==> src/rtl/lc4_pkg.sv <==
package lc4_pkg;

   localparam int WORD_W = 16;
   localparam int REG_W  = 3;

   typedef logic [WORD_W-1:0] word_t;     // Data word or address
   typedef logic [REG_W-1:0]  reg_idx_t;  // R0 to R7
   typedef logic [2:0]        nzp_t;      // Negative, zero, positive

   // Instruction bits 15:12, only the kept classes
   typedef enum logic [3:0] {
      OP_BR    = 4'b0000,
      OP_ARITH = 4'b0001,
      OP_LOGIC = 4'b0101,
      OP_LDR   = 4'b0110,
      OP_STR   = 4'b0111,
      OP_CONST = 4'b1001
   } opcode_e;

   typedef enum logic [3:0] {
      ALU_ADD,
      ALU_ADDI,
      ALU_AND,
      ALU_ANDI,
      ALU_OR,
      ALU_XOR,
      ALU_NOT,
      ALU_CONST,
      ALU_MEMADDR,    // Base plus imm6
      ALU_BRTARGET    // PC+1 plus imm9
   } alu_op_e;

   // Execute operand sources
   typedef enum logic [1:0] {
      BYP_REG = 2'd0,   // Value read in decode
      BYP_MX  = 2'd1,   // Result sitting in memory stage
      BYP_WX  = 2'd2    // Value being written back
   } byp_sel_e;

   // BR with mask 000, never taken
   localparam word_t NOP_INSN = 16'h0000;

endpackage

==> src/rtl/lc4_alu.sv <==
module lc4_alu
   import lc4_pkg::*;
(
   input  alu_op_e i_alu_op,
   input  word_t   i_insn,
   input  word_t   i_pc,
   input  word_t   i_a,
   input  word_t   i_b,
   output word_t   o_result
);

   word_t imm5;
   word_t imm6;
   word_t imm9;

   // Sign-extended immediate fields
   assign imm5 = {{11{i_insn[4]}}, i_insn[4:0]};
   assign imm6 = {{10{i_insn[5]}}, i_insn[5:0]};
   assign imm9 = {{7{i_insn[8]}}, i_insn[8:0]};

   always_comb begin
      case (i_alu_op)
         ALU_ADD:      o_result = i_a + i_b;
         ALU_ADDI:     o_result = i_a + imm5;
         ALU_AND:      o_result = i_a & i_b;
         ALU_ANDI:     o_result = i_a & imm5;
         ALU_OR:       o_result = i_a | i_b;
         ALU_XOR:      o_result = i_a ^ i_b;
         ALU_NOT:      o_result = ~i_a;
         ALU_CONST:    o_result = imm9;
         ALU_MEMADDR:  o_result = i_a + imm6;           // LDR and STR address
         ALU_BRTARGET: o_result = i_pc + 16'd1 + imm9;  // Taken target
         default:      o_result = '0;
      endcase
   end

endmodule

==> src/rtl/lc4_branch_unit.sv <==
module lc4_branch_unit
   import lc4_pkg::*;
(
   input  logic  gwe,
   input  logic  i_reset,
   input  logic  i_valid,
   input  word_t i_insn,
   input  word_t i_wdata,
   input  logic  i_nzp_we,
   input  word_t i_target,
   output nzp_t  o_nzp,
   output logic  o_redirect,
   output word_t o_redirect_pc
);

   nzp_t nzp_q;   // Codes of the last writer

   // Codes of the value now in writeback
   assign o_nzp = i_wdata[15]     ? 3'b100 :
                  (i_wdata == '0) ? 3'b010 :
                                    3'b001;

   always_ff @(posedge gwe) begin
      if (i_reset) begin
         nzp_q <= 3'b000;          // No branch taken before first write
      end else if (i_valid && i_nzp_we) begin
         nzp_q <= o_nzp;
      end
   end

   // Non-branches arrive with a zero mask
   assign o_redirect    = i_valid & (|(i_insn[11:9] & nzp_q));
   assign o_redirect_pc = i_target;

endmodule

==> src/rtl/lc4_decoder.sv <==
module lc4_decoder
   import lc4_pkg::*;
(
   input  word_t    i_insn,
   output reg_idx_t o_rs,
   output reg_idx_t o_rt,
   output reg_idx_t o_rd,
   output logic     o_rs_used,
   output logic     o_rt_used,
   output logic     o_regfile_we,
   output logic     o_nzp_we,
   output logic     o_is_load,
   output logic     o_is_store,
   output logic     o_is_branch,
   output alu_op_e  o_alu_op
);

   opcode_e op;
   logic    imm_form;   // Bit 5 picks the imm5 forms

   assign op       = opcode_e'(i_insn[15:12]);
   assign imm_form = i_insn[5];

   assign o_rs = i_insn[8:6];
   assign o_rd = i_insn[11:9];
   assign o_rt = (op == OP_STR) ? i_insn[11:9] : i_insn[2:0];  // Store data in 11:9

   always_comb begin
      // Defaults give a NOP
      o_rs_used    = 1'b0;
      o_rt_used    = 1'b0;
      o_regfile_we = 1'b0;
      o_nzp_we     = 1'b0;
      o_is_load    = 1'b0;
      o_is_store   = 1'b0;
      o_is_branch  = 1'b0;
      o_alu_op     = ALU_BRTARGET;
      case (op)
         OP_BR: begin
            o_is_branch = 1'b1;         // Mask tested at writeback
         end
         OP_ARITH: begin
            // Only ADD and its immediate form
            if (imm_form || i_insn[5:3] == 3'b000) begin
               o_alu_op     = imm_form ? ALU_ADDI : ALU_ADD;
               o_rs_used    = 1'b1;
               o_rt_used    = ~imm_form;
               o_regfile_we = 1'b1;
               o_nzp_we     = 1'b1;
            end
         end
         OP_LOGIC: begin
            o_rs_used    = 1'b1;
            o_regfile_we = 1'b1;
            o_nzp_we     = 1'b1;
            if (imm_form) begin
               o_alu_op = ALU_ANDI;
            end else begin
               case (i_insn[4:3])
                  2'b00:   o_alu_op = ALU_AND;
                  2'b01:   o_alu_op = ALU_NOT;
                  2'b10:   o_alu_op = ALU_OR;
                  default: o_alu_op = ALU_XOR;
               endcase
               o_rt_used = (i_insn[4:3] != 2'b01);   // NOT reads Rs only
            end
         end
         OP_LDR: begin
            o_alu_op     = ALU_MEMADDR;
            o_rs_used    = 1'b1;
            o_regfile_we = 1'b1;
            o_nzp_we     = 1'b1;
            o_is_load    = 1'b1;
         end
         OP_STR: begin
            o_alu_op   = ALU_MEMADDR;
            o_rs_used  = 1'b1;
            o_rt_used  = 1'b1;
            o_is_store = 1'b1;
         end
         OP_CONST: begin
            o_alu_op     = ALU_CONST;
            o_regfile_we = 1'b1;
            o_nzp_we     = 1'b1;
         end
         default: begin
            o_alu_op = ALU_BRTARGET;   // Unknown opcode, nothing enabled
         end
      endcase
   end

endmodule

==> src/rtl/lc4_hazard_unit.sv <==
module lc4_hazard_unit
   import lc4_pkg::*;
(
   input  reg_idx_t i_d_rs,
   input  reg_idx_t i_d_rt,
   input  logic     i_d_rs_used,
   input  logic     i_d_rt_used,
   input  logic     i_d_is_store,
   input  reg_idx_t i_x_rs,
   input  reg_idx_t i_x_rt,
   input  logic     i_x_is_store,
   input  reg_idx_t i_x_rd,
   input  logic     i_x_we,
   input  logic     i_x_is_load,
   input  reg_idx_t i_m_rd,
   input  logic     i_m_we,
   input  logic     i_m_is_load,
   input  reg_idx_t i_m_rt,
   input  logic     i_m_is_store,
   input  reg_idx_t i_w_rd,
   input  logic     i_w_we,
   output logic     o_stall,
   output byp_sel_e o_byp_a,
   output byp_sel_e o_byp_b,
   output logic     o_byp_store
);

   logic mx_a;
   logic mx_b;
   logic wx_a;
   logic wx_b;
   logic ld_to_st;
   logic dep_rs;
   logic dep_rt;

   // ******************************************************************
   // Bypass selects
   // ******************************************************************

   // A load in M holds only its address, the store behind it waits for WM
   assign ld_to_st = i_x_is_store & i_m_is_load;

   assign mx_a = i_m_we & ~i_m_is_load & (i_m_rd == i_x_rs);
   assign mx_b = i_m_we & ~ld_to_st & (i_m_rd == i_x_rt);
   assign wx_a = i_w_we & (i_w_rd == i_x_rs);
   assign wx_b = i_w_we & (i_w_rd == i_x_rt);

   // Younger producer wins
   assign o_byp_a = mx_a ? BYP_MX : (wx_a ? BYP_WX : BYP_REG);
   assign o_byp_b = mx_b ? BYP_MX : (wx_b ? BYP_WX : BYP_REG);

   assign o_byp_store = i_m_is_store & i_w_we & (i_w_rd == i_m_rt);   // WM

   // ******************************************************************
   // Load-use
   // ******************************************************************
   assign dep_rs = i_d_rs_used & (i_d_rs == i_x_rd);
   assign dep_rt = i_d_rt_used & ~i_d_is_store & (i_d_rt == i_x_rd);  // Store data skips

   assign o_stall = i_x_is_load & i_x_we & (dep_rs | dep_rt);

endmodule

==> src/rtl/lc4_processor.sv <==
module lc4_processor
   import lc4_pkg::*;
#(
   parameter word_t RESET_PC = 16'h8200
) (
   input  logic     gwe,
   input  logic     i_reset,
   output word_t    o_imem_addr,
   input  word_t    i_imem_data,
   output word_t    o_dmem_addr,
   input  word_t    i_dmem_data,
   output word_t    o_dmem_wdata,
   output logic     o_dmem_we,
   output logic     o_trace_valid,
   output word_t    o_trace_pc,
   output word_t    o_trace_insn,
   output logic     o_trace_regfile_we,
   output reg_idx_t o_trace_regfile_reg,
   output word_t    o_trace_regfile_data,
   output logic     o_trace_nzp_we,
   output nzp_t     o_trace_nzp,
   output logic     o_trace_dmem_we,
   output word_t    o_trace_dmem_addr,
   output word_t    o_trace_dmem_value
);

   logic     stall;
   logic     redirect;
   word_t    redirect_pc;
   logic     flush;        // Squash D, M and W inputs
   logic     x_kill;       // Bubble into execute
   byp_sel_e byp_a;
   byp_sel_e byp_b;
   logic     byp_store;

   word_t    pc;

   logic     d_valid;
   word_t    d_insn, d_pc, d_rs_data, d_rt_data;
   reg_idx_t d_rs, d_rt, d_rd;
   logic     d_rs_used, d_rt_used, d_we, d_nzp_we;
   logic     d_is_load, d_is_store, d_is_branch;
   alu_op_e  d_alu_op;

   logic     x_valid, x_we, x_nzp_we, x_is_load, x_is_store, x_is_branch;
   word_t    x_insn, x_pc, x_a, x_b;
   reg_idx_t x_rs, x_rt, x_rd;
   alu_op_e  x_alu_op;
   word_t    alu_a, alu_b, alu_result;

   logic     m_valid, m_we, m_nzp_we, m_is_load, m_is_store, m_is_branch;
   word_t    m_insn, m_pc, m_result, m_b, m_mem_value;
   reg_idx_t m_rd, m_rt;

   logic     w_valid, w_we, w_nzp_we, w_is_load, w_is_store, w_is_branch;
   word_t    w_insn, w_pc, w_result, w_dmem_addr, w_mem_value;
   reg_idx_t w_rd;
   word_t    w_wdata, w_br_insn;
   nzp_t     w_nzp;

   // Operand pick for the execute inputs
   function automatic word_t bypass(input byp_sel_e sel, input word_t reg_val,
                                    input word_t mx_val, input word_t wx_val);
      case (sel)
         BYP_MX:  return mx_val;
         BYP_WX:  return wx_val;
         default: return reg_val;
      endcase
   endfunction

   assign flush  = i_reset | redirect;
   assign x_kill = flush | stall;

   // *********************************************************************
   // Fetch, always predicts fall-through
   // *********************************************************************
   always_ff @(posedge gwe) begin
      if (i_reset) begin
         pc <= RESET_PC;
      end else if (redirect) begin
         pc <= redirect_pc;        // Taken branch at writeback
      end else if (!stall) begin
         pc <= pc + 16'd1;
      end
   end

   assign o_imem_addr = pc;

   always_ff @(posedge gwe) begin
      if (flush) begin
         d_valid <= 1'b0;
         d_insn  <= NOP_INSN;
      end else if (!stall) begin   // Hold on load-use
         d_valid <= 1'b1;
         d_insn  <= i_imem_data;
         d_pc    <= pc;
      end
   end

   // *********************************************************************
   // Decode
   // *********************************************************************
   lc4_decoder u_decoder (
      .i_insn       (d_insn),
      .o_rs         (d_rs),
      .o_rt         (d_rt),
      .o_rd         (d_rd),
      .o_rs_used    (d_rs_used),
      .o_rt_used    (d_rt_used),
      .o_regfile_we (d_we),
      .o_nzp_we     (d_nzp_we),
      .o_is_load    (d_is_load),
      .o_is_store   (d_is_store),
      .o_is_branch  (d_is_branch),
      .o_alu_op     (d_alu_op)
   );

   lc4_regfile u_regfile (
      .gwe       (gwe),
      .i_reset   (i_reset),
      .i_rs      (d_rs),
      .i_rt      (d_rt),
      .i_we      (w_we),
      .i_rd      (w_rd),
      .i_wdata   (w_wdata),
      .o_rs_data (d_rs_data),
      .o_rt_data (d_rt_data)
   );

   lc4_hazard_unit u_hazard (
      .i_d_rs       (d_rs),
      .i_d_rt       (d_rt),
      .i_d_rs_used  (d_rs_used),
      .i_d_rt_used  (d_rt_used),
      .i_d_is_store (d_is_store),
      .i_x_rs       (x_rs),
      .i_x_rt       (x_rt),
      .i_x_is_store (x_is_store),
      .i_x_rd       (x_rd),
      .i_x_we       (x_we),
      .i_x_is_load  (x_is_load),
      .i_m_rd       (m_rd),
      .i_m_we       (m_we),
      .i_m_is_load  (m_is_load),
      .i_m_rt       (m_rt),
      .i_m_is_store (m_is_store),
      .i_w_rd       (w_rd),
      .i_w_we       (w_we),
      .o_stall      (stall),
      .o_byp_a      (byp_a),
      .o_byp_b      (byp_b),
      .o_byp_store  (byp_store)
   );

   // *********************************************************************
   // Pipeline latches, control bits cleared on bubble
   // *********************************************************************
   always_ff @(posedge gwe) begin
      x_valid     <= d_valid & ~x_kill;
      x_insn      <= x_kill ? NOP_INSN : d_insn;
      x_we        <= d_we & ~x_kill;
      x_nzp_we    <= d_nzp_we & ~x_kill;
      x_is_load   <= d_is_load & ~x_kill;
      x_is_store  <= d_is_store & ~x_kill;
      x_is_branch <= d_is_branch & ~x_kill;
      x_alu_op    <= x_kill ? ALU_BRTARGET : d_alu_op;

      m_valid     <= x_valid & ~flush;
      m_insn      <= flush ? NOP_INSN : x_insn;
      m_we        <= x_we & ~flush;
      m_nzp_we    <= x_nzp_we & ~flush;
      m_is_load   <= x_is_load & ~flush;
      m_is_store  <= x_is_store & ~flush;
      m_is_branch <= x_is_branch & ~flush;

      w_valid     <= m_valid & ~flush;       // Memory stage squashed too
      w_insn      <= flush ? NOP_INSN : m_insn;
      w_we        <= m_we & ~flush;
      w_nzp_we    <= m_nzp_we & ~flush;
      w_is_load   <= m_is_load & ~flush;
      w_is_store  <= m_is_store & ~flush;
      w_is_branch <= m_is_branch & ~flush;
   end

   // Payload
   always_ff @(posedge gwe) begin
      x_pc        <= d_pc;
      x_rs        <= d_rs;
      x_rt        <= d_rt;
      x_rd        <= d_rd;
      x_a         <= d_rs_data;
      x_b         <= d_rt_data;
      m_pc        <= x_pc;
      m_rd        <= x_rd;
      m_rt        <= x_rt;
      m_result    <= alu_result;
      m_b         <= alu_b;            // Store data after MX/WX
      w_pc        <= m_pc;
      w_rd        <= m_rd;
      w_result    <= m_result;
      w_dmem_addr <= o_dmem_addr;
      w_mem_value <= m_mem_value;
   end

   // *********************************************************************
   // Execute
   // *********************************************************************
   assign alu_a = bypass(byp_a, x_a, m_result, w_wdata);
   assign alu_b = bypass(byp_b, x_b, m_result, w_wdata);

   lc4_alu u_alu (
      .i_alu_op (x_alu_op),
      .i_insn   (x_insn),
      .i_pc     (x_pc),
      .i_a      (alu_a),
      .i_b      (alu_b),
      .o_result (alu_result)
   );

   // *********************************************************************
   // Memory
   // *********************************************************************
   assign o_dmem_addr  = (m_is_load || m_is_store) ? m_result : '0;
   assign o_dmem_wdata = byp_store ? w_wdata : m_b;           // WM bypass
   assign o_dmem_we    = m_valid & m_is_store & ~redirect;    // No write when squashed

   // Loaded or stored value for the trace
   assign m_mem_value = m_is_load  ? i_dmem_data  :
                        m_is_store ? o_dmem_wdata : '0;

   // *********************************************************************
   // Writeback
   // *********************************************************************
   assign w_wdata   = w_is_load ? w_mem_value : w_result;
   assign w_br_insn = w_is_branch ? w_insn : NOP_INSN;       // Zero mask otherwise

   lc4_branch_unit u_branch (
      .gwe           (gwe),
      .i_reset       (i_reset),
      .i_valid       (w_valid),
      .i_insn        (w_br_insn),
      .i_wdata       (w_wdata),
      .i_nzp_we      (w_nzp_we),
      .i_target      (w_result),           // ALU formed PC+1+imm9
      .o_nzp         (w_nzp),
      .o_redirect    (redirect),
      .o_redirect_pc (redirect_pc)
   );

   // Trace of the retiring instruction
   assign o_trace_valid        = w_valid;
   assign o_trace_pc           = w_pc;
   assign o_trace_insn         = w_insn;
   assign o_trace_regfile_we   = w_we;
   assign o_trace_regfile_reg  = w_we ? w_rd : '0;
   assign o_trace_regfile_data = w_we ? w_wdata : '0;
   assign o_trace_nzp_we       = w_nzp_we;
   assign o_trace_nzp          = w_nzp_we ? w_nzp : '0;
   assign o_trace_dmem_we      = w_is_store;
   assign o_trace_dmem_addr    = w_dmem_addr;
   assign o_trace_dmem_value   = w_mem_value;

endmodule

==> src/rtl/lc4_regfile.sv <==
module lc4_regfile
   import lc4_pkg::*;
(
   input  logic     gwe,
   input  logic     i_reset,
   input  reg_idx_t i_rs,
   input  reg_idx_t i_rt,
   input  logic     i_we,
   input  reg_idx_t i_rd,
   input  word_t    i_wdata,
   output word_t    o_rs_data,
   output word_t    o_rt_data
);

   word_t regs [8];

   always_ff @(posedge gwe) begin
      if (i_reset) begin
         for (int i = 0; i < 8; i++) begin
            regs[i] <= '0;
         end
      end else if (i_we) begin
         regs[i_rd] <= i_wdata;
      end
   end

   // Write-through to the read ports, acts as WD bypass
   assign o_rs_data = (i_we && i_rd == i_rs) ? i_wdata : regs[i_rs];
   assign o_rt_data = (i_we && i_rd == i_rt) ? i_wdata : regs[i_rt];

endmodule

==> config.mk <==
export PLATFORM = sky130hd
export DESIGN_NAME = lc4_processor
export DESIGN_NICKNAME = d
export VERILOG_FILES = /design/src/rtl/lc4_pkg.sv /design/src/rtl/lc4_alu.sv /design/src/rtl/lc4_branch_unit.sv /design/src/rtl/lc4_decoder.sv /design/src/rtl/lc4_hazard_unit.sv /design/src/rtl/lc4_processor.sv /design/src/rtl/lc4_regfile.sv
export SDC_FILE = /design/constraint.sdc
export NUM_CORES = 1
export LEC_CHECK = 0
export BUFFER_PORTS_ARGS = -buffer_cell sky130_fd_sc_hd__buf_2
export CAP_MARGIN = 5
export CORE_MARGIN = 2
export CORE_UTILIZATION = 28
export DETAILED_ROUTE_END_ITERATION = 8
export PLACE_DENSITY = 0.46
export SETUP_SLACK_MARGIN = 0.02
export SLEW_MARGIN = 20
export SYNTH_ARGS = -nofsm -noshare
export SYNTH_HDL_FRONTEND = slang
export SYNTH_SLANG_ARGS = --single-unit
==> constraint.sdc <==
create_clock -name gwe -period 4.8 [get_ports gwe]
set_input_delay 1.44 -clock gwe [delete_from_list [all_inputs] [get_ports gwe]]
set_output_delay 1.44 -clock gwe [all_outputs]
set_load 0.05 [all_outputs]
==> results by group, run 1 <==
Detailed routing
  • First-pass iteration count of the detailed router: 5
  • First DRT Iteration DRCs: 923
  • Via count: 14,470
  • # DRC: 0
  • Wirelength, routed: 63,360 um
  • Wirelength per Cell: 21.31 um
  • Post-route ant nets: 0
  • Routed vias/inst: 4.866

Global route
  • Grt met2 use: 0.3245
  • Largest net degree at the start of global routing: 66
  • Total congestion overflow: 0
  • All-Layer GR Usage: 0.1787
  • Vias in the first global route: 14,420
  • Global-route wire length before repair: 93,360 um
  • Initial antenna violation count: 0
  • Met3 Resource Use GR: 0.02685
  • GRT Max-Usage Layer: met2
  • Met1 Use GR: 0.2167

Clock network
  • CTS sink cnt: 428
  • Clock Pin Slew Worst Setup and Hold Paths: 0.06 ns
  • Clk_lat worst skew: 0.60 ns
  • Clk root buf: clkbuf_16
  • Clock tree from TritonCTS: built
  • H-tree depth: 2
  • Num CTS Buffers: 48
  • Post-CTS Setup Bufs: 0
  • CTS Buffer Depth: 3
  • Cts repair resizes: 0
  • Cts hold-fix bufs: 0

Critical path
  • Worst Path Arrival: 3.01 ns
  • Reg2Reg Depth: 17
  • R2R Path End: m_result[15]
  • CP required: 3.36 ns
  • Critical path class: reg2out
  • CP startpoint kind: flop
  • Reg-to-Reg Start: w_rd[1]
  • Critical Path Fanout Max: 12
  • Setup crit end kind: output pin
  • Worst R2R Setup Slack: 0.48 ns

Status
  • Outcome: completed

Logic synthesis
  • Largest family of logic cells by synthesized area: simple AND/OR/NAND/NOR gates
  • Synth warn: 0
  • Post-synth EDFFs: 144
  • Synth Area in Simple Gates: 0.1800
  • Syn_area_per_cell: 9.922 sq um
  • Net count after synthesis: 1,978
  • Compound-Gate Fraction of Synth Area: 0.1171
  • Xor/xnor share of the synthesized area: 0.02748
  • Cells after synthesis: 1,895
  • Post-synthesis sequential area ratio: 0.5324
  • Synth async-reset ratio: 0
  • Post-synthesis mux area share: 0.07187
  • Syn Std Cell Area: 18,800 sq um
  • Ys flop type: dfxtp_1
  • Adder-cell share of the synthesized area: 0.03341
  • #FFs+latches synth: 428
  • Post-synth cell types: 62

Placed design
  • Post-DP HPWL: 44,870 um
  • Post-Place Cell Area: 20,860 sq um
  • Buffers added on ports: 172
  • Dpl cells: 2,884
  • Pre-CTS setup slack: 0.5099 ns
  • Routability cong.: 0.8956

Final layout
  • Fillers: 6,819
  • Layout Cells excl Fill: 2,974
  • Fin nets: 2,145
  • Share of cells above drive strength 1: 0.1847
  • # diodes: 0
  • Core Util, Final: 0.3360
  • Final non-filler cell area: 22,450 sq um
  • Synthesis-to-finish area growth: 19.38%

Timing
  • Least-Margin Pin Slew: 1.112 ns
  • Post-route clock period utilization: 0.9266
  • Worst Skew: 0.02497 ns
  • Final Hold Vio Count: 0
  • Setup ws final: 0.3525 ns
  • Pins Over Slew Limit: 0
  • Final setup fails: 0
  • Final TNS setup: 0 ns
  • Worst slew margin: 0.2554
  • RSZ-0062 raised after global routing: false
  • Min cycle time layout: 4.447 ns
  • Achievable Freq: 224.8 MHz

Floorplan
  • Initial Utilization: 0.2815
  • Row count: 95
  • Die Y: 263.1 um
  • Area of the die: 69,240 sq um
  • Top Ports: 173
  • Die Width: 263.1 um
  • Core box area: 66,800 sq um

Pwr
  • Switching pwr: 2.571 mW
  • Sequential power share: 0.457
  • Clock Power Share: 0.407
  • Peak VDD IR: 221.9 uV
  • Combinational fraction of design power: 0.136
  • Pwr Density: 403.1 nW/um^2
  • Switching part of the total power: 0.2842
  • Internal: 6.476 mW
  • Pleak: 9.027 nW

Hold path
  • Worst hold endpoint: o_trace_pc[12]
  • Hold Path Depth: 0
  • HP Class: reg2reg
  • Hold Path Origin: m_pc[12]

Run
  • Max_cap viols: 0
==> synthesized netlist by cell type, drive strengths merged (13+ instances only) <==
cell type / count / area share
inv: 54 / 0.011
a311oi: 38 / 0.018
mux2: 16 / 0.0096
o21ai: 81 / 0.022
and3: 23 / 0.0077
or3: 13 / 0.0046
edfxtp: 144 / 0.23
a22o: 17 / 0.0079
mux2i: 45 / 0.024
nor2: 261 / 0.052
ha: 47 / 0.031
and2: 64 / 0.021
a211oi: 18 / 0.0072
nand3: 51 / 0.014
o211ai: 15 / 0.0060
xor2: 23 / 0.011
nor2b: 39 / 0.013
mux4: 32 / 0.038
nand2b: 20 / 0.0067
xnor2: 36 / 0.017
nand2: 213 / 0.043
buf: 24 / 0.0063
nor3: 18 / 0.0048
dfxtp: 284 / 0.30
clkbuf: 104 / 0.021
a21oi: 118 / 0.031
==> flip-flops by register name, summed over array words and instances (netlist names), 16 cells and up, named ones only <==
register / cells
d_insn: 16
d_pc: 16
m_b: 16
m_insn: 16
m_pc: 16
m_result: 16
o_imem_addr: 16
o_trace_dmem_addr: 16
o_trace_dmem_value: 16
o_trace_insn: 16
o_trace_pc: 16
u_regfile.regs: 128
w_result: 16
x_a: 16
x_b: 16
x_insn: 16
x_pc: 16
==> per-stage QoR <==
stage / power, mW / hold WS [ns]
3_3_place_gp: 5.441 / 0.3109
6_report: 9.047 / 0.3256
2_1_floorplan: 4.938 / 0.3096
4_1_cts: 9.155 / 0.3262
3_5_place_dp: 5.443 / 0.3121
5_1_grt: 9.408 / 0.3303
==> cells by family after synthesis <==
group           count (synthesis)
compound gates                346
xor+xnor                       59
fa+ha+maj                      49
buf+inv                       182
flops                         428
mux                            93
simple gates                  738
==> placed cells by master (no fill, tap or decap), types with 42 or more instances in the layout <==
cell and instances:
edfxtp_1 144, mux2i_1 42, ha_1 47, buf_2 172, nand2_1 213, inv_1 52, o21ai_0 81, and2_1 63
clkbuf_16 51, nor2_1 261, dfxtp_1 281, nand3_1 51, buf_4 71, a21oi_1 118
==> power groups by stage <==
stage | Clock, mW | Combinational [mW] | Sequential [mW]
floorplan | 0 | 0.811 | 4.13
global route | 3.91 | 1.34 | 4.16
finish | 3.68 | 1.23 | 4.14
CTS | 3.78 | 1.23 | 4.14
detailed placement | 0 | 1.23 | 4.22
global placement | 0 | 1.22 | 4.22
==> critical path, stage by stage (launching register included) <==
cell     delay (ns)
dfxtp_1        0.31
buf_4          0.24
mux2i_1        0.52
buf_4          0.30
nand4_1        0.11
nor4_1         0.31
buf_4          0.20
nor2_1         0.06
and2_1         0.15
buf_2          0.20
==> cell type report <==
| cell class | count | area [sq um] | area share |
|---|---|---|---|
| Tap cell | 873 | 1092 | 0.04866 |
| Inverter | 54 | 202.7 | 0.009031 |
| Clock buffer | 63 | 1351 | 0.06020 |
| Multi-Input combinational cell | 1285 | 8135 | 0.3625 |
| Timing Repair Buffer | 245 | 1425 | 0.06349 |
| Sequential cell | 428 | 10010 | 0.4461 |
| Clock inverter | 26 | 225.2 | 0.01003 |
==> routing by layer <==
layer	up-vias	routed length [um]
met3	87	2606
met5	-	0
met2	346	32080
met4	0	1749
met1	7063	26930
li1	6975	-
==> worst max path at each step <==
stage,from,to,slack (ns),cells after the start
final,w_is_load,o_trace_nzp[0],0.35,9
after global routing,w_rd[1],m_result[10],0.13,16
after CTS,w_is_load,o_trace_nzp[0],0.32,10
after detailed placement,w_rd[1],m_result[15],0.51,17
after global placement,w_rd[1],m_result[15],0.59,17
after floorplan,w_rd[1],o_dmem_wdata[10],0.95,7
Note: power is estimated with default switching activity, not from simulation.
==> run 2, diff against run 1 <==
--- a/config.mk
+++ b/config.mk
@@ -11,6 +11,7 @@
 export CORE_UTILIZATION = 28
 export DETAILED_ROUTE_END_ITERATION = 8
 export PLACE_DENSITY = 0.46
+export REMOVE_ABC_BUFFERS = 1
 export SETUP_SLACK_MARGIN = 0.02
 export SLEW_MARGIN = 20
 export SYNTH_ARGS = -nofsm -noshare
==> results by group, run 2 (synthesis gave the netlist of run 1 again) <==
Pwr
  • Peak VDD IR: 239.1 uV (+7.7%)
  • Total power: 9.342 mW (+3.3%)
  • Pleak: 9.080 nW (+0.59%)
  • Pwr Density: 413.8 nW/um^2 (+2.7%)

Clock network
  • Clock tree from TritonCTS: built
  • H-tree depth: 2 (unchanged)
  • Cts hold-fix bufs: 0 (unchanged)
  • Num CTS Buffers: 48 (unchanged)
  • Cts repair resizes: 0 (unchanged)
  • Clk_lat worst skew: 0.60 ns (about the same)
  • Clock Pin Slew Worst Setup and Hold Paths: 0.06 ns (about the same)
  • CTS Buffer Depth: 3 (unchanged)
  • CTS sink cnt: 428 (unchanged)
  • Clk root buf: clkbuf_16
  • Post-CTS Setup Bufs: 0 (unchanged)

Detailed routing
  • First DRT Iteration DRCs: 1,424 (+54%)
  • # DRC: 0 (unchanged)
  • Post-route ant nets: 0 (unchanged)
  • First-pass iteration count of the detailed router: 6 (+1)
  • Via count: 14,990 (+3.6%)
  • Wirelength per Cell: 21.32 um (about the same)
  • Wirelength, routed: 63,280 um (-0.14%)
  • Routed vias/inst: 5.049 (+3.8%)

Floorplan
  • Top Ports: 173 (unchanged)
  • Die Width: 263.1 um (unchanged)
  • Area of the die: 69,240 sq um (unchanged)
  • Core box area: 66,800 sq um (unchanged)
  • Row count: 95 (unchanged)
  • Initial Utilization: 0.2815 (unchanged)
  • Die Y: 263.1 um (unchanged)

Placed design
  • Routability cong.: 0.8584 (-4.2%)
  • Pre-CTS setup slack: 0.5132 ns (+0.003317 ns)
  • Post-Place Cell Area: 20,810 sq um (-0.22%)
  • Post-DP HPWL: 44,250 um (-1.4%)
  • Buffers added on ports: 172 (unchanged)

Final layout
  • Most common cell after layout, fill and taps aside: dfxtp_1
  • Synthesis-to-finish area growth: 20.07%
  • Fin nets: 2,138 (-0.33%)
  • Share of cells above drive strength 1: 0.1866 (+0.001961)
  • # diodes: 0 (unchanged)
  • Most frequent cells in the layout: 281 x dfxtp_1, 260 x nor2_1, 213 x nand2_1
  • Final non-filler cell area: 22,580 sq um (+0.58%)
  • Max FFs per register: 128 (unchanged)
  • Most flop-heavy register: u_regfile.regs

Timing
  • Pins Over Slew Limit: 0 (unchanged)
  • Worst slew margin: 0.2803 (+0.02490)
  • Achievable Freq: 218.6 MHz (-2.8%)
  • Final Hold Vio Count: 0 (unchanged)
  • RSZ-0062 raised after global routing: false
  • Min cycle time layout: 4.575 ns (+0.1276 ns)
  • Final setup fails: 0 (unchanged)
  • Post-route clock period utilization: 0.9531 (+0.02658)
  • Worst Skew: 0.02811 ns (+0.003137 ns)
  • Setup ws final: 0.2249 ns (-0.1276 ns)
  • Least-Margin Pin Slew: 1.080 ns (-0.03231 ns)

Critical path
  • CP startpoint kind: flop
  • Worst Path Arrival: 3.14 ns (+0.13 ns)
  • Critical path class: reg2out
  • Critical Path Fanout Max: 11 (-1)
  • Setup crit end kind: output pin
  • CP required: 3.36 ns (about the same)

Global route
  • All-Layer GR Usage: 0.1805 (+0.001797)
  • GRT Max-Usage Layer: met2
  • Met1 Use GR: 0.2501 (+0.03341)
  • Largest net degree at the start of global routing: 66 (unchanged)
  • Total congestion overflow: 0 (unchanged)
  • Met3 Resource Use GR: 0.04565 (+0.01880)
  • Global-route wire length before repair: 94,590 um (+1.3%)
  • Grt met2 use: 0.2713 (-0.05320)
  • Vias in the first global route: 14,940 (+3.6%)
  • Initial antenna violation count: 0 (unchanged)

Run
  • Max_cap viols: 0 (unchanged)

Hold path
  • HP Class: reg2reg

Status
  • Outcome: completed
==> run 2: changes by cell type in the layout (fill, tap and decap cells not counted), moves of 3 or more <==
cell       change
clkbuf_16      +5
clkbuf_8       +3
clkbuf_1       -3
buf_4          -6
mux2i_2        +3
clkinv_2       -4
==> run 2: worst paths after layout <==
path	startpoint	endpoint	slack, ns	depth (start not counted)
worst max-delay path	w_is_load	o_trace_nzp[0]	0.22	8
worst min register to register	m_pc[14]	o_trace_pc[14]	0.32	0
worst max register to register	w_rd[1]	m_result[10]	0.44	16
worst min-delay path	m_pc[14]	o_trace_pc[14]	0.32	0
==> run 2: power breakdown <==
group	internal, mW	switching [mW]
clock network	2.41	1.57
logic	0.423	0.813
registers	3.94	0.185
total	6.77	2.57
==> run 2: critical path: stages, from the launching register on <==
cell	delay [ns]
dfxtp_1	0.51
buf_4	0.33
mux2i_1	0.55
nand4_1	0.19
nor4_2	0.32
buf_4	0.19
nor2_1	0.05
and2_1	0.17
buf_2	0.21
==> run 2: stage by stage <==
stage / hold WS [ns] / util / cells / setup TNS, ns
2_1_floorplan: 0.3096 / - / 1767 / -169.60
3_3_place_gp: 0.3097 / 0.3115 / 2878 / 0
3_5_place_dp: 0.3121 / 0.3115 / 2878 / 0
4_1_cts: 0.3253 / 0.3376 / 2968 / 0
5_1_grt: 0.3307 / 0.3379 / 2968 / 0
6_report: 0.3235 / 0.3379 / 2968 / 0
==> run 2: layer usage <==
| layer | wire, um | share of wire |
|---|---|---|
| met5 | 0 | 0 |
| met4 | 1866 | 0.029 |
| met3 | 5023 | 0.079 |
| met2 | 27310 | 0.43 |
| met1 | 29070 | 0.46 |
==> run 2: final cells by class <==
| type | instances | area (sq um) |
|---|---|---|
| well taps | 873 | 1092 |
| multi-input cells | 1285 | 8155 |
| repair buffers | 238 | 1369 |
| clock buffers | 68 | 1506 |
| fillers | 6862 | 44230 |
| flip-flops and latches | 428 | 10020 |
| clock inverters | 22 | 234.0 |
| inverters | 54 | 202.7 |
==> run 3, diff against run 2 <==
==> constraint.sdc (replaced) <==
create_clock -name gwe -period 4.9 [get_ports gwe]
set_input_delay 1.47 -clock gwe [delete_from_list [all_inputs] [get_ports gwe]]
set_output_delay 1.47 -clock gwe [all_outputs]
set_load 0.05 [all_outputs]
==> results by group, run 3 (synthesis gave the netlist of run 1 again) <==
Final layout
  • Final non-filler cell area: 22,530 sq um (-0.20%)
  • Most flop-heavy register: u_regfile.regs
  • Core Util, Final: 0.3373 (-0.0006740)
  • Fin nets: 2,138 (unchanged)
  • Most common cell after layout, fill and taps aside: dfxtp_1
  • Layout Cells excl Fill: 2,968 (unchanged)
  • Most frequent cells in the layout: 282 x dfxtp_1, 260 x nor2_1, 213 x nand2_1
  • # diodes: 0 (unchanged)
  • Max FFs per register: 128 (unchanged)
  • Share of cells above drive strength 1: 0.1876 (+0.0009547)
  • Synthesis-to-finish area growth: 19.83%

Pwr
  • Peak VDD IR: 248.4 uV (+3.9%)
  • Pwr Density: 403.7 nW/um^2 (-2.5%)
  • Switching pwr: 2.482 mW (-3.4%)
  • Internal: 6.612 mW (-2.4%)
  • Sequential power share: 0.444 (+0.003)
  • Combinational fraction of design power: 0.133 (about the same)
  • Pleak: 9.076 nW (about the same)
  • Total power: 9.095 mW (-2.6%)
  • Clock Power Share: 0.423 (-0.003)
  • Switching part of the total power: 0.2729 (-0.002052)

Critical path
  • CP required: 3.43 ns (+0.07 ns)
  • Setup crit end kind: output pin
  • Critical path class: reg2out
  • Critical Path Fanout Max: 9 (-2)
  • Worst Path Arrival: 3.05 ns (-0.09 ns)
  • CP startpoint kind: flop

Placed design
  • Post-Place Cell Area: 20,800 sq um (about the same)
  • Post-DP HPWL: 44,140 um (-0.26%)
  • Dpl cells: 2,877 (-0.035%)
  • Routability cong.: 0.8741 (+1.8%)
  • Buffers added on ports: 172 (unchanged)

Timing
  • Hold slack: 0.3241 ns (+0.0005940 ns)
  • Final Hold Vio Count: 0 (unchanged)
  • Min cycle time layout: 4.519 ns
  • Worst Skew: 0.02099 ns (-0.007117 ns)
  • Least-Margin Pin Slew: 1.110 ns (+0.03075 ns)
  • Achievable Freq: 221.3 MHz
  • Post-route clock period utilization: 0.9222
  • RSZ-0062 raised after global routing: false
  • Pins Over Slew Limit: 0 (unchanged)
  • Final setup fails: 0 (unchanged)
  • Worst slew margin: 0.2588 (-0.02151)

Floorplan
  • Die Width: 263.1 um (unchanged)
  • Top Ports: 173 (unchanged)
  • Row count: 95 (unchanged)
  • Initial Utilization: 0.2815 (unchanged)
  • Area of the die: 69,240 sq um (unchanged)
  • Die Y: 263.1 um (unchanged)
  • Core box area: 66,800 sq um (unchanged)

Clock network
  • Num CTS Buffers: 49 (+2.1%)
  • Clock Pin Slew Worst Setup and Hold Paths: 0.06 ns (about the same)
  • Post-CTS Setup Bufs: 0 (unchanged)
  • CTS Buffer Depth: 3 (unchanged)
  • Clk_lat worst skew: 0.59 ns (about the same)
  • Cts repair resizes: 0 (unchanged)
  • Clock tree from TritonCTS: built
  • CTS sink cnt: 428 (unchanged)
  • Clk root buf: clkbuf_16
  • Cts hold-fix bufs: 0 (unchanged)
  • H-tree depth: 2 (unchanged)

Hold path
  • HP Class: reg2reg

Run
  • Max_cap viols: 0 (unchanged)

Detailed routing
  • Via count: 14,880 (-0.69%)
  • First DRT Iteration DRCs: 1,366 (-4.1%)
  • Post-route ant nets: 0 (unchanged)
  • Wirelength per Cell: 21.26 um (-0.29%)
  • Wirelength, routed: 63,090 um (-0.29%)
  • # DRC: 0 (unchanged)
  • First-pass iteration count of the detailed router: 5 (-1)
  • Routed vias/inst: 5.014 (-0.69%)

Global route
  • Global-route wire length before repair: 93,740 um (-0.89%)
  • Largest net degree at the start of global routing: 66 (unchanged)
  • Total congestion overflow: 0 (unchanged)
  • All-Layer GR Usage: 0.1785 (-0.001983)
  • Initial antenna violation count: 0 (unchanged)
  • Vias in the first global route: 14,820 (-0.85%)

Status
  • Outcome: completed
==> run 3: changes by cell type in the layout (fill, tap and decap cells not counted), sizes merged <==
cell      change
clkinv        -7
clkbuf        +6
inv           +4
clkinvlp      -2
buf           -1
==> run 3: final cells by class <==
class | count | area [sq um]
inverters | 54 | 202.7
clock inverters | 17 | 211.5
flip-flops and latches | 428 | 10010
fillers | 6852 | 44270
repair buffers | 237 | 1361
multi-input cells | 1285 | 8145
clock buffers | 74 | 1505
well taps | 873 | 1092
==> run 3: stage by stage <==
step	worst slack, ns	TNS (ns)
final	0.3811	0
after detailed placement	0.5610	0
after CTS	0.3125	0
after global routing	0.1521	0
after global placement	0.6651	0
after floorplan	-2.047	-158.21
==> run 3: worst max-delay path, cell delays in order, from the launching register on <==
cell and delay [ns]:
dfxtp_1 0.33, buf_4 0.23, mux2i_1 0.55, nand4_1 0.27, nor4_1 0.43, buf_4 0.22, nor2_1 0.05, and2_1 0.16
buf_2 0.21
==> run 3: metal layers <==
metal	global-route usage	part of all wire
met1	0.2548	0.47
met2	0.2771	0.44
met3	0.03059	0.064
met4	0.04988	0.022
met5	0	0
==> run 3: final timing paths <==
| kind | slack [ns] | depth (start not counted) | end | start |
|---|---|---|---|---|
| max | 0.38 | 8 | o_trace_nzp[0] | w_is_load |
| min | 0.32 | 0 | o_trace_pc[10] | m_pc[10] |
| min reg2reg | 0.32 | 0 | o_trace_pc[10] | m_pc[10] |
| max reg2reg | 0.49 | 17 | m_result[12] | w_rd[1] |
==> run 3: power groups by stage <==
| stage | Clock, mW | Sequential [mW] | Combinational [mW] |
|---|---|---|---|
| finish | 3.84 | 4.04 | 1.21 |
| global route | 4.09 | 4.06 | 1.32 |
| floorplan | 0 | 4.06 | 0.745 |
| CTS | 3.93 | 4.05 | 1.21 |
| global placement | 0 | 4.12 | 1.19 |
| detailed placement | 0 | 4.12 | 1.20 |
